==> config.mk <==
export PLATFORM = sky130hd
export DESIGN_NAME = vote_tally_top
export DESIGN_NICKNAME = d
export VERILOG_FILES = /design/src/vote_pkg.sv /design/src/lane_tally.sv /design/src/vote_accumulator.sv /design/src/vote_credit_fifo.sv /design/src/vote_tally_top.sv
export VERILOG_INCLUDE_DIRS = /design/src
export SDC_FILE = /design/constraint.sdc
export NUM_CORES = 1
export LEC_CHECK = 0
export BUFFER_PORTS_ARGS = -buffer_cell sky130_fd_sc_hd__buf_2
export CAP_MARGIN = 20
export CORE_MARGIN = 5
export CORE_UTILIZATION = 35
export CTS_BUF_LIST = sky130_fd_sc_hd__clkbuf_2
export DETAILED_ROUTE_END_ITERATION = 6
export PLACE_DENSITY = 0.64
export SLEW_MARGIN = 20
export SYNTH_ARGS = -nofsm -noshare
export SYNTH_HDL_FRONTEND = slang
export SYNTH_SLANG_ARGS = --single-unit
==> constraint.sdc <==
create_clock -name clk -period 6.2 [get_ports clk]
set_input_delay 0.93 -clock clk [delete_from_list [all_inputs] [get_ports clk]]
set_output_delay 0.93 -clock clk [all_outputs]
set_load 0.01 [all_outputs]
==> src/vote_defs.svh <==
`ifndef VOTE_DEFS_SVH
`define VOTE_DEFS_SVH

// number of cores in the array
// must stay even, the array is split into two lane halves
`define VT_CORES 16

// signed running total width
// wide enough that a group can never overflow it
`define VT_ACC_W 30

// batch counter width, batches per group
`define VT_CNT_W 16

// input fifo entries
// the sender also starts with this many credits
`define VT_FIFO_DEPTH 4

`endif

==> src/vote_pkg.sv <==
`include "vote_defs.svh"

package vote_pkg;

    // one half of the cores, plus sign and one bit of headroom
    // 5 bits for 16 cores, covers -8 .. +8
    localparam int PART_W = $clog2(`VT_CORES / 2) + 2;

    // one round as sent by the cores
    typedef struct packed {
        logic [`VT_CORES-1:0] store;
        logic [`VT_CORES-1:0] result;
        logic                 last;
    } vote_batch_t;

    // signed vote sum of one lane half
    typedef struct packed {
        logic signed [PART_W-1:0] sum;
    } partial_t;

    // result of one finished group
    typedef struct packed {
        logic signed [`VT_ACC_W-1:0] total;
        logic                        sign;
        logic [`VT_CNT_W-1:0]        count;
    } tally_result_t;

endpackage

==> src/lane_tally.sv <==
`include "vote_defs.svh"

`default_nettype none

module lane_tally #(
    // cores handled by this half
    parameter int LANES = `VT_CORES / 2
) (
    input  wire               clk,
    input  wire               rst,
    input  wire [LANES-1:0]   store,
    input  wire [LANES-1:0]   result,
    // registered, one cycle after the inputs
    output vote_pkg::partial_t partial
);

    localparam int PW = $bits(vote_pkg::partial_t);

    // per core vote, +1 / -1 / 0
    logic signed [1:0] vote [LANES];

    // combinational sum of this half
    logic signed [PW-1:0] vote_sum;

    // vote selector
    // stored one -> +1, stored zero -> -1, not stored -> 0
    always_comb begin
        for (int i = 0; i < LANES; i++) begin
            if (!store[i]) begin
                vote[i] = 2'sd0;
            end else if (result[i]) begin
                vote[i] = 2'sd1;
            end else begin
                vote[i] = -2'sd1;
            end
        end
    end

    // adder chain
    // size cast keeps the sign, so -1 extends correctly
    always_comb begin
        vote_sum = '0;
        for (int i = 0; i < LANES; i++) begin
            vote_sum = vote_sum + PW'(vote[i]);
        end
    end

    // partial register, taken every cycle
    // the accumulator decides whether it counts
    always_ff @(posedge clk) begin
        if (rst) begin
            partial.sum <= '0;
        end else begin
            partial.sum <= vote_sum;
        end
    end

endmodule

`default_nettype wire

==> src/vote_accumulator.sv <==
`include "vote_defs.svh"

`default_nettype none

module vote_accumulator (
    input  wire                 clk,
    input  wire                 rst,
    // control straight from the fifo pop
    input  wire                 pop_valid,
    input  wire                 last,
    // lane partials, already one cycle behind the pop
    input  wire vote_pkg::partial_t partial_lo,
    input  wire vote_pkg::partial_t partial_hi,
    // one cycle pulse, no ready
    output logic                result_valid,
    output vote_pkg::tally_result_t result
);

    localparam int ACC_W = `VT_ACC_W;
    localparam int CNT_W = `VT_CNT_W;

    // control delayed to meet the lane registers
    logic valid_d;
    logic last_d;

    // running state of the open group
    logic signed [ACC_W-1:0] total;
    logic [CNT_W-1:0]        count;

    // both halves, sign extended to total width
    logic signed [ACC_W-1:0] pair_sum;
    logic signed [ACC_W-1:0] next_total;
    logic [CNT_W-1:0]        next_count;

    logic group_done;

    assign pair_sum   = ACC_W'(partial_lo.sum) + ACC_W'(partial_hi.sum);
    assign next_total = total + pair_sum;
    // count includes the batch being added
    assign next_count = count + 1'b1;
    assign group_done = valid_d && last_d;

    // alignment stage
    always_ff @(posedge clk) begin
        if (rst) begin
            valid_d <= 1'b0;
            last_d  <= 1'b0;
        end else begin
            valid_d <= pop_valid;
            last_d  <= last;
        end
    end

    // running total and batch count
    always_ff @(posedge clk) begin
        if (rst) begin
            total        <= '0;
            count        <= '0;
            result_valid <= 1'b0;
        end else begin
            result_valid <= group_done;
            if (valid_d) begin
                if (last_d) begin
                    // group closes, restart from zero
                    total <= '0;
                    count <= '0;
                end else begin
                    total <= next_total;
                    count <= next_count;
                end
            end
        end
    end

    // result word, only meaningful with result_valid
    always_ff @(posedge clk) begin
        if (group_done) begin
            result.total <= next_total;
            result.sign  <= next_total[ACC_W-1];
            result.count <= next_count;
        end
    end

endmodule

`default_nettype wire

==> src/vote_credit_fifo.sv <==
`include "vote_defs.svh"

`default_nettype none

module vote_credit_fifo (
    input  wire                  clk,
    input  wire                  rst,
    // sender side, only valid while it holds a credit
    input  wire                  batch_valid,
    input  wire vote_pkg::vote_batch_t batch,
    // drain side, pops on its own whenever data is held
    output logic                 pop_valid,
    output vote_pkg::vote_batch_t pop_batch,
    // one pulse per popped entry
    output logic                 credit
);

    localparam int DEPTH = `VT_FIFO_DEPTH;
    localparam int PTR_W = (DEPTH > 1) ? $clog2(DEPTH) : 1;
    localparam int CNT_W = $clog2(DEPTH + 1);

    // entry storage, payload only
    vote_pkg::vote_batch_t mem [DEPTH];

    logic [PTR_W-1:0] wr_ptr;
    logic [PTR_W-1:0] rd_ptr;
    logic [CNT_W-1:0] count;

    logic push;
    logic pop;

    // pop whenever anything is held
    assign pop  = (count != '0);
    assign push = batch_valid;

    // head entry goes straight out, no output register
    assign pop_valid = pop;
    assign pop_batch = mem[rd_ptr];

    // credit returned in the same cycle as the pop
    assign credit = pop;

    // storage write
    always_ff @(posedge clk) begin
        if (push) begin
            mem[wr_ptr] <= batch;
        end
    end

    // pointers and occupancy
    always_ff @(posedge clk) begin
        if (rst) begin
            wr_ptr <= '0;
            rd_ptr <= '0;
            count  <= '0;
        end else begin
            if (push) begin
                // wrap at depth, need not be a power of two
                if (wr_ptr == PTR_W'(DEPTH - 1)) begin
                    wr_ptr <= '0;
                end else begin
                    wr_ptr <= wr_ptr + 1'b1;
                end
            end
            if (pop) begin
                if (rd_ptr == PTR_W'(DEPTH - 1)) begin
                    rd_ptr <= '0;
                end else begin
                    rd_ptr <= rd_ptr + 1'b1;
                end
            end
            // simultaneous push and pop leaves count alone
            if (push && !pop) begin
                count <= count + 1'b1;
            end else if (pop && !push) begin
                count <= count - 1'b1;
            end
        end
    end

endmodule

`default_nettype wire

==> src/vote_tally_top.sv <==
`include "vote_defs.svh"

`default_nettype none

module vote_tally_top (
    input  wire                      clk,
    input  wire                      rst,
    // credit controlled input
    input  wire                      batch_valid,
    input  wire vote_pkg::vote_batch_t batch,
    output logic                     credit,
    // group results, one cycle pulse each
    output logic                     result_valid,
    output vote_pkg::tally_result_t  result
);

    localparam int HALF = `VT_CORES / 2;

    // popped round
    logic                  pop_valid;
    vote_pkg::vote_batch_t pop_batch;

    // per half sums
    vote_pkg::partial_t partial_lo;
    vote_pkg::partial_t partial_hi;

    // input buffer and credit return
    vote_credit_fifo vote_credit_fifo_inst (
        .clk         (clk),
        .rst         (rst),
        .batch_valid (batch_valid),
        .batch       (batch),
        .pop_valid   (pop_valid),
        .pop_batch   (pop_batch),
        .credit      (credit)
    );

    // lower cores
    lane_tally #(
        .LANES (HALF)
    ) lane_tally_lo_inst (
        .clk     (clk),
        .rst     (rst),
        .store   (pop_batch.store[HALF-1:0]),
        .result  (pop_batch.result[HALF-1:0]),
        .partial (partial_lo)
    );

    // upper cores
    lane_tally #(
        .LANES (HALF)
    ) lane_tally_hi_inst (
        .clk     (clk),
        .rst     (rst),
        .store   (pop_batch.store[`VT_CORES-1:HALF]),
        .result  (pop_batch.result[`VT_CORES-1:HALF]),
        .partial (partial_hi)
    );

    // group total and result pulse
    vote_accumulator vote_accumulator_inst (
        .clk          (clk),
        .rst          (rst),
        .pop_valid    (pop_valid),
        .last         (pop_batch.last),
        .partial_lo   (partial_lo),
        .partial_hi   (partial_hi),
        .result_valid (result_valid),
        .result       (result)
    );

endmodule

`default_nettype wire
==> out/summary.txt, run 1 <==
outcome -> completed
CTS sink count -> 246
Final Hold Viols -> 0
IO Port Bufs -> 84
Slew @ Worst Pin -> 0.7119 ns
row count -> 66
worst min-delay path category -> primary input to flop
Slowest-stage cell, CP -> dfxtp_2
kind of critical path -> flop to flop
worst-case clock buffer depth -> 3
largest net degree at the start of global routing -> 54
Seq/Total Area, Yosys -> 0.5766
Netlist cell types -> 54
max cap viols -> 0
top_reg_cell synth -> edfxtp_1
die area -> 36980 um2
die width -> 192.3 um
antenna violations before repair -> 1
EDFF count, synth -> 178
synthesized net count -> 985
CP max FO -> 18
post-synth top area share -> 0.4596
RSZ-0062 raised after global routing -> false
final critical-path required period -> 5.737 ns
filler cell count -> 3172
fin area -> 13160 um2
1st-pass router iterations -> 4
Clock Latency Late Sink -> 0.87 ns
remaining antenna violation count after routing -> 0
synth top area cells -> edfxtp_1 (46%), dfxtp_1 (12%), mux4_2 (6.4%)
worst path bufs/invs -> 6
Post-synth top cells -> edfxtp_1 (178), nor2_1 (73), dfxtp_1 (68)
vias post-DR -> 7024
Slew HR -> 0.5217
Avg Synthesized Cell Area -> 13.43 um2
Pins Over Slew Limit -> 0
Setup Slack @ Placement -> 0.3987 ns
largest area contributor in the netlist -> edfxtp_1
Via-to-Cell Ratio -> 4.730
most common cell in the netlist -> edfxtp_1
HPWL Detailed -> 14990 um
initial DRC count -> 382
Final Wtd Congestion -> 0.8584
setup tns final -> 0 ns
Worst-path clk slew -> 0.11 ns
CTS Root Buffer Type -> clkbuf_2
vias in the first global route -> 7185
critical-path cell list -> mux4_2, nand2b_1, fa_1, inv_1, ha_1, inv_1, fa_1, inv_1, fa_1, inv_1, fa_1, fa_1, inv_1, ha_1, inv_1, fa_1, xnor2_1, xnor2_1, xnor2_1, nor2_1
multi-input logic area -> 4577 um2
drc violations -> 0
Core ar. -> 32700 um2
final WL -> 22280 um
H-Tree Depth -> 2
DR WL/cell -> 15.01 um
Tcrit/Tclk final -> 0.9253
synth-to-layout area growth -> 13.17%
post-synthesis register bit count -> 246
Syn. warnings -> 0
Die H -> 192.3 um
placed inst area -> 12610 um2
CTS tree -> built
Post-Syn Instances -> 866
first-pass GRT wire length -> 36580 um
number of setup buffers added after CTS -> 0
Worst setup EP type -> flop
grt ovf -> 0
startpoint types -> flop
Final #Nets -> 1118
CP Data Required Time -> 6.93 ns
Starting Density -> 0.3557
reg2reg setup slack -> 0.46 ns
max incr delay on CP -> 0.74 ns
Mapped Area -> 11630 um2
io pins -> 85
setup violators final -> 0
post-CTS sizing -> 0
asr flop ratio synth -> 0
total CTS buffers -> 61
CTS hold repair buffers -> 0
layout cells sized above 1 -> 0.2255
Sequential Area -> 6708 um2
total track usage -> 0.1229
max frequency -> 0.1743 GHz
delay-heaviest family, CP -> adder cells
signal arrival time at the worst endpoint -> 6.46 ns
Max Clock Skew -> 0.06568 ns
final setup margin -> 0.4632 ns
logic make-up after synthesis:
group | synth area share
and+or+nand+nor | 0.08251
adders and majority gates | 0.1125
buffers and inverters | 0.03066
xor gates and xnor gates | 0.04367
muxes | 0.06917
AOI/OAI and AO/OA | 0.08488
DFF | 0.5766
area by class of cell:
cell class	count	share of cell area
clock inverters	20	0.008555
well taps	442	0.04202
multi-input cells	526	0.3477
clock buffers	86	0.03270
repair buffers	99	0.04068
flip-flops and latches	246	0.5096
inverters	65	0.01854
diodes	1	0.0001901
stage by stage:
step | hold WS (ns) | util | cells
after global routing | 0.1373 | 0.4025 | 1485
after global placement | 0.4606 | 0.3856 | 1378
after floorplan | 0.4504 | - | 866
after detailed placement | 0.4730 | 0.3857 | 1378
after CTS | 0.09350 | 0.4023 | 1484
final | 0.2656 | 0.4025 | 1485
layout by cell type, fill, tap and decap left out, types with 20 or more instances in the layout:
cell type  netlist  final
edfxtp_1       178    178
clkbuf_2         0     86
buf_2            0     83
nor2_1          73     72
dfxtp_1         68     67
inv_1           65     65
a21oi_1         56     56
ha_1            47     47
xnor2_1         41     41
nor2b_1         36     36
fa_1            36     36
mux4_2          33     33
o21ai_0         22     21
nand2_1         20     20
routing by layer:
| layer | routed length [um] | global-route usage | vias up | share of wire |
|---|---|---|---|---|
| li1 | - | - | 3437 | - |
| met1 | 10100 | 0.1653 | 3382 | 0.45 |
| met2 | 10330 | 0.1938 | 166 | 0.46 |
| met3 | 1384 | 0.03166 | 39 | 0.062 |
| met4 | 473 | 0.04388 | 0 | 0.021 |
| met5 | 0 | 0 | - | 0 |
sequential cells by signal, summed over array words and instances (netlist names), named ones only:
| register | count |
|---|---|
| vote_accumulator_inst.total | 30 |
| vote_credit_fifo_inst.mem | 132 |
| vote_credit_fifo_inst.wr_ptr | 2 |
| vote_credit_fifo_inst.count | 3 |
| vote_accumulator_inst.count | 16 |
| vote_credit_fifo_inst.rd_ptr | 2 |
| lane_tally_lo_inst.partial | 5 |
| vote_accumulator_inst.last_d | 1 |
| lane_tally_hi_inst.partial | 5 |
| vote_accumulator_inst.result | 46 |
| vote_accumulator_inst.result_valid | 1 |
| vote_accumulator_inst.valid_d | 1 |
worst paths after layout:
path,from,endpoint,cells past startpoint
hold reg to reg,vote_accumulator_inst.total[0],vote_accumulator_inst.total[0],2
setup reg to reg,flop,lane_tally_hi_inst.partial[4],20
setup / recovery,flop,lane_tally_hi_inst.partial[4],20
hold / removal,batch[4],vote_credit_fifo_inst.mem[0][4],1
Power of run 1 is not shown: default switching activity piles up to over one toggle a cycle in this logic, so the estimate is an artifact.
==> run 2: changes to the inputs <==
CORE_UTILIZATION = 55   (was 35)
PLACE_DENSITY = 0.88   (was 0.64)
==> run 2 against run 1 <==
Net effect:
- routed wire length shrank 3.0%
- register-to-register slack gained 0.11 ns
- final area down 1.8%
- critical path type unchanged
==> out/summary.txt, run 2 (synthesis results as in run 1) <==
outcome -> completed
initial DRC count -> 453 (+19%)
worst-case clock buffer depth -> 3 (unchanged)
Core ar. -> 20960 um2 (-36%)
Via-to-Cell Ratio -> 5.406 (+14%)
CTS tree -> built
R2R depth -> 20 (unchanged)
Tcrit/Tclk final -> 0.9078 (-0.01752)
Slew @ Worst Pin -> 0.7378 ns (+0.02591 ns)
Final Util -> 0.6170 (+0.2145)
RSZ-0062 raised after global routing -> false
post-CTS sizing -> 0 (unchanged)
fin area -> 12930 um2 (-1.8%)
row count -> 53 (-20%)
1st-pass router iterations -> 5 (+1)
Worst setup EP type -> flop
vias in the first global route -> 7429 (+3.4%)
io pins -> 85 (unchanged)
r2r endpoint -> lane_tally_lo_inst.partial[4]
Max Clock Skew -> 0.06859 ns (+0.002908 ns)
worst min-delay path category -> primary input to flop
CP Data Required Time -> 6.87 ns (-0.06 ns)
commonest non-fill, non-tap cell in the layout -> edfxtp_1
Worst-path clk slew -> 0.11 ns (about the same)
final WL -> 21620 um (-3.0%)
drc violations -> 0 (unchanged)
setup tns final -> 0 ns (unchanged)
largest net degree at the start of global routing -> 54 (unchanged)
max cap viols -> 0 (unchanged)
Setup crit end -> lane_tally_lo_inst.partial[4]
kind of critical path -> flop to flop
Clock Latency Late Sink -> 0.84 ns (-0.03 ns)
total track usage -> 0.1823 (+0.05937)
setup violators final -> 0 (unchanged)
Post-Layout Cell Count -> 1320 (-11%)
placed cell count -> 1210 (-12%)
Die H -> 155.4 um (-19%)
CP max FO -> 14 (-4)
CTS hold repair buffers -> 0 (unchanged)
Biggest register -> vote_credit_fifo_inst.mem
Pins Over Slew Limit -> 0 (unchanged)
Largest register FFs -> 132 (unchanged)
commonest non-fill, non-tap cells in the layout -> edfxtp_1 (178), buf_2 (84), clkbuf_2 (83)
total CTS buffers -> 60 (-1.6%)
Starting Density -> 0.5551 (+0.1994)
grt ovf -> 0 (unchanged)
final critical-path required period -> 5.628 ns (-0.1086 ns)
Most Crowded Layer GR -> met2
IO Port Bufs -> 84 (unchanged)
M2 GR Usage -> 0.3210 (+0.1272)
signal arrival time at the worst endpoint -> 6.30 ns (-0.16 ns)
HPWL Detailed -> 14770 um (-1.4%)
vias post-DR -> 7136 (+1.6%)
Final #Nets -> 1116 (-0.18%)
max frequency -> 0.1777 GHz (+1.9%)
Final Hold Viols -> 0 (unchanged)
met1 Use GR -> 0.2206 (+0.05530)
Largest regs -> vote_credit_fifo_inst.mem (132), vote_accumulator_inst.result (46), vote_accumulator_inst.total (30)
reg2reg setup slack -> 0.57 ns (+0.11 ns)
antenna violations before repair -> 1 (unchanged)
die area -> 24160 um2 (-35%)
startpoint types -> flop
synth-to-layout area growth -> 11.17%
die width -> 155.4 um (-19%)
layout cells sized above 1 -> 0.2222 (-0.003306)
number of setup buffers added after CTS -> 0 (unchanged)
remaining antenna violation count after routing -> 0 (unchanged)
DR WL/cell -> 16.38 um (+9.1%)
placed inst area -> 12390 um2 (-1.7%)
GRT met3 Usage -> 0.04562 (+0.01396)
CTS sink count -> 246 (unchanged)
Slew HR -> 0.5043 (-0.01740)
Final Wtd Congestion -> 0.8914 (+3.8%)
H-Tree Depth -> 2 (unchanged)
CTS Root Buffer Type -> clkbuf_2
first-pass GRT wire length -> 35590 um (-2.7%)
[run 2: changes by cell type in the layout (fill, tap and decap cells not counted), sizes merged]
cell / previous run / this run
clkinv: 17 / 24
buf: 99 / 98
bufinv: 1 / 0
clkbuf: 86 / 83
[run 2: area by class of cell]
type	count	area [um2]
Sequential cell	246	6708
Clock inverter	26	116.4
Fill cell	1620	8025
Inverter	65	244.0
Tap cell	275	344.1
Antenna cell	1	2.502
Multi-Input combinational cell	526	4574
Timing Repair Buffer	98	525.5
Clock buffer	83	415.4
[run 2: worst min path at each step]
stage	startpoint	endpoint	slack, ns	depth (start not counted)
after detailed placement	vote_accumulator_inst.total[0]	vote_accumulator_inst.total[0]	0.47	2
after global routing	batch[22]	vote_credit_fifo_inst.mem[2][22]	0.19	1
after global placement	vote_accumulator_inst.total[0]	vote_accumulator_inst.total[0]	0.46	2
after floorplan	vote_accumulator_inst.total[0]	vote_accumulator_inst.total[0]	0.45	2
final	batch[21]	vote_credit_fifo_inst.mem[3][21]	0.30	1
after CTS	batch[21]	vote_credit_fifo_inst.mem[1][21]	0.21	1
[run 2: stage by stage]
stage	hold slack, ns	setup slack (ns)
floorplan	0.4504	0.3348
global placement	0.4601	0.7606
detailed placement	0.4660	0.5851
CTS	0.2090	0.5416
global route	0.1903	0.2219
finish	0.3016	0.5719
[run 2: metal layers]
metal | up-vias | wire [um]
li1 | 3437 | -
met1 | 3432 | 8727
met2 | 224 | 10990
met3 | 43 | 1490
met4 | 0 | 415
met5 | - | 0
[run 2: worst max-delay path, stage by stage (launching register included)]
cell and delay, ns:
dfxtp_2 0.62, mux4_2 0.56, nand2b_1 0.19, fa_1 0.58, inv_1 0.09, ha_1 0.19
inv_1 0.06, fa_1 0.49, inv_1 0.05, fa_1 0.47, inv_1 0.05, fa_1 0.53
fa_1 0.41, inv_1 0.06, ha_1 0.14, inv_1 0.05, fa_1 0.37, xnor2_1 0.20
xnor2_1 0.16, xnor2_1 0.14, nor2_1 0.05
Power of run 2 is left out for the same reason.
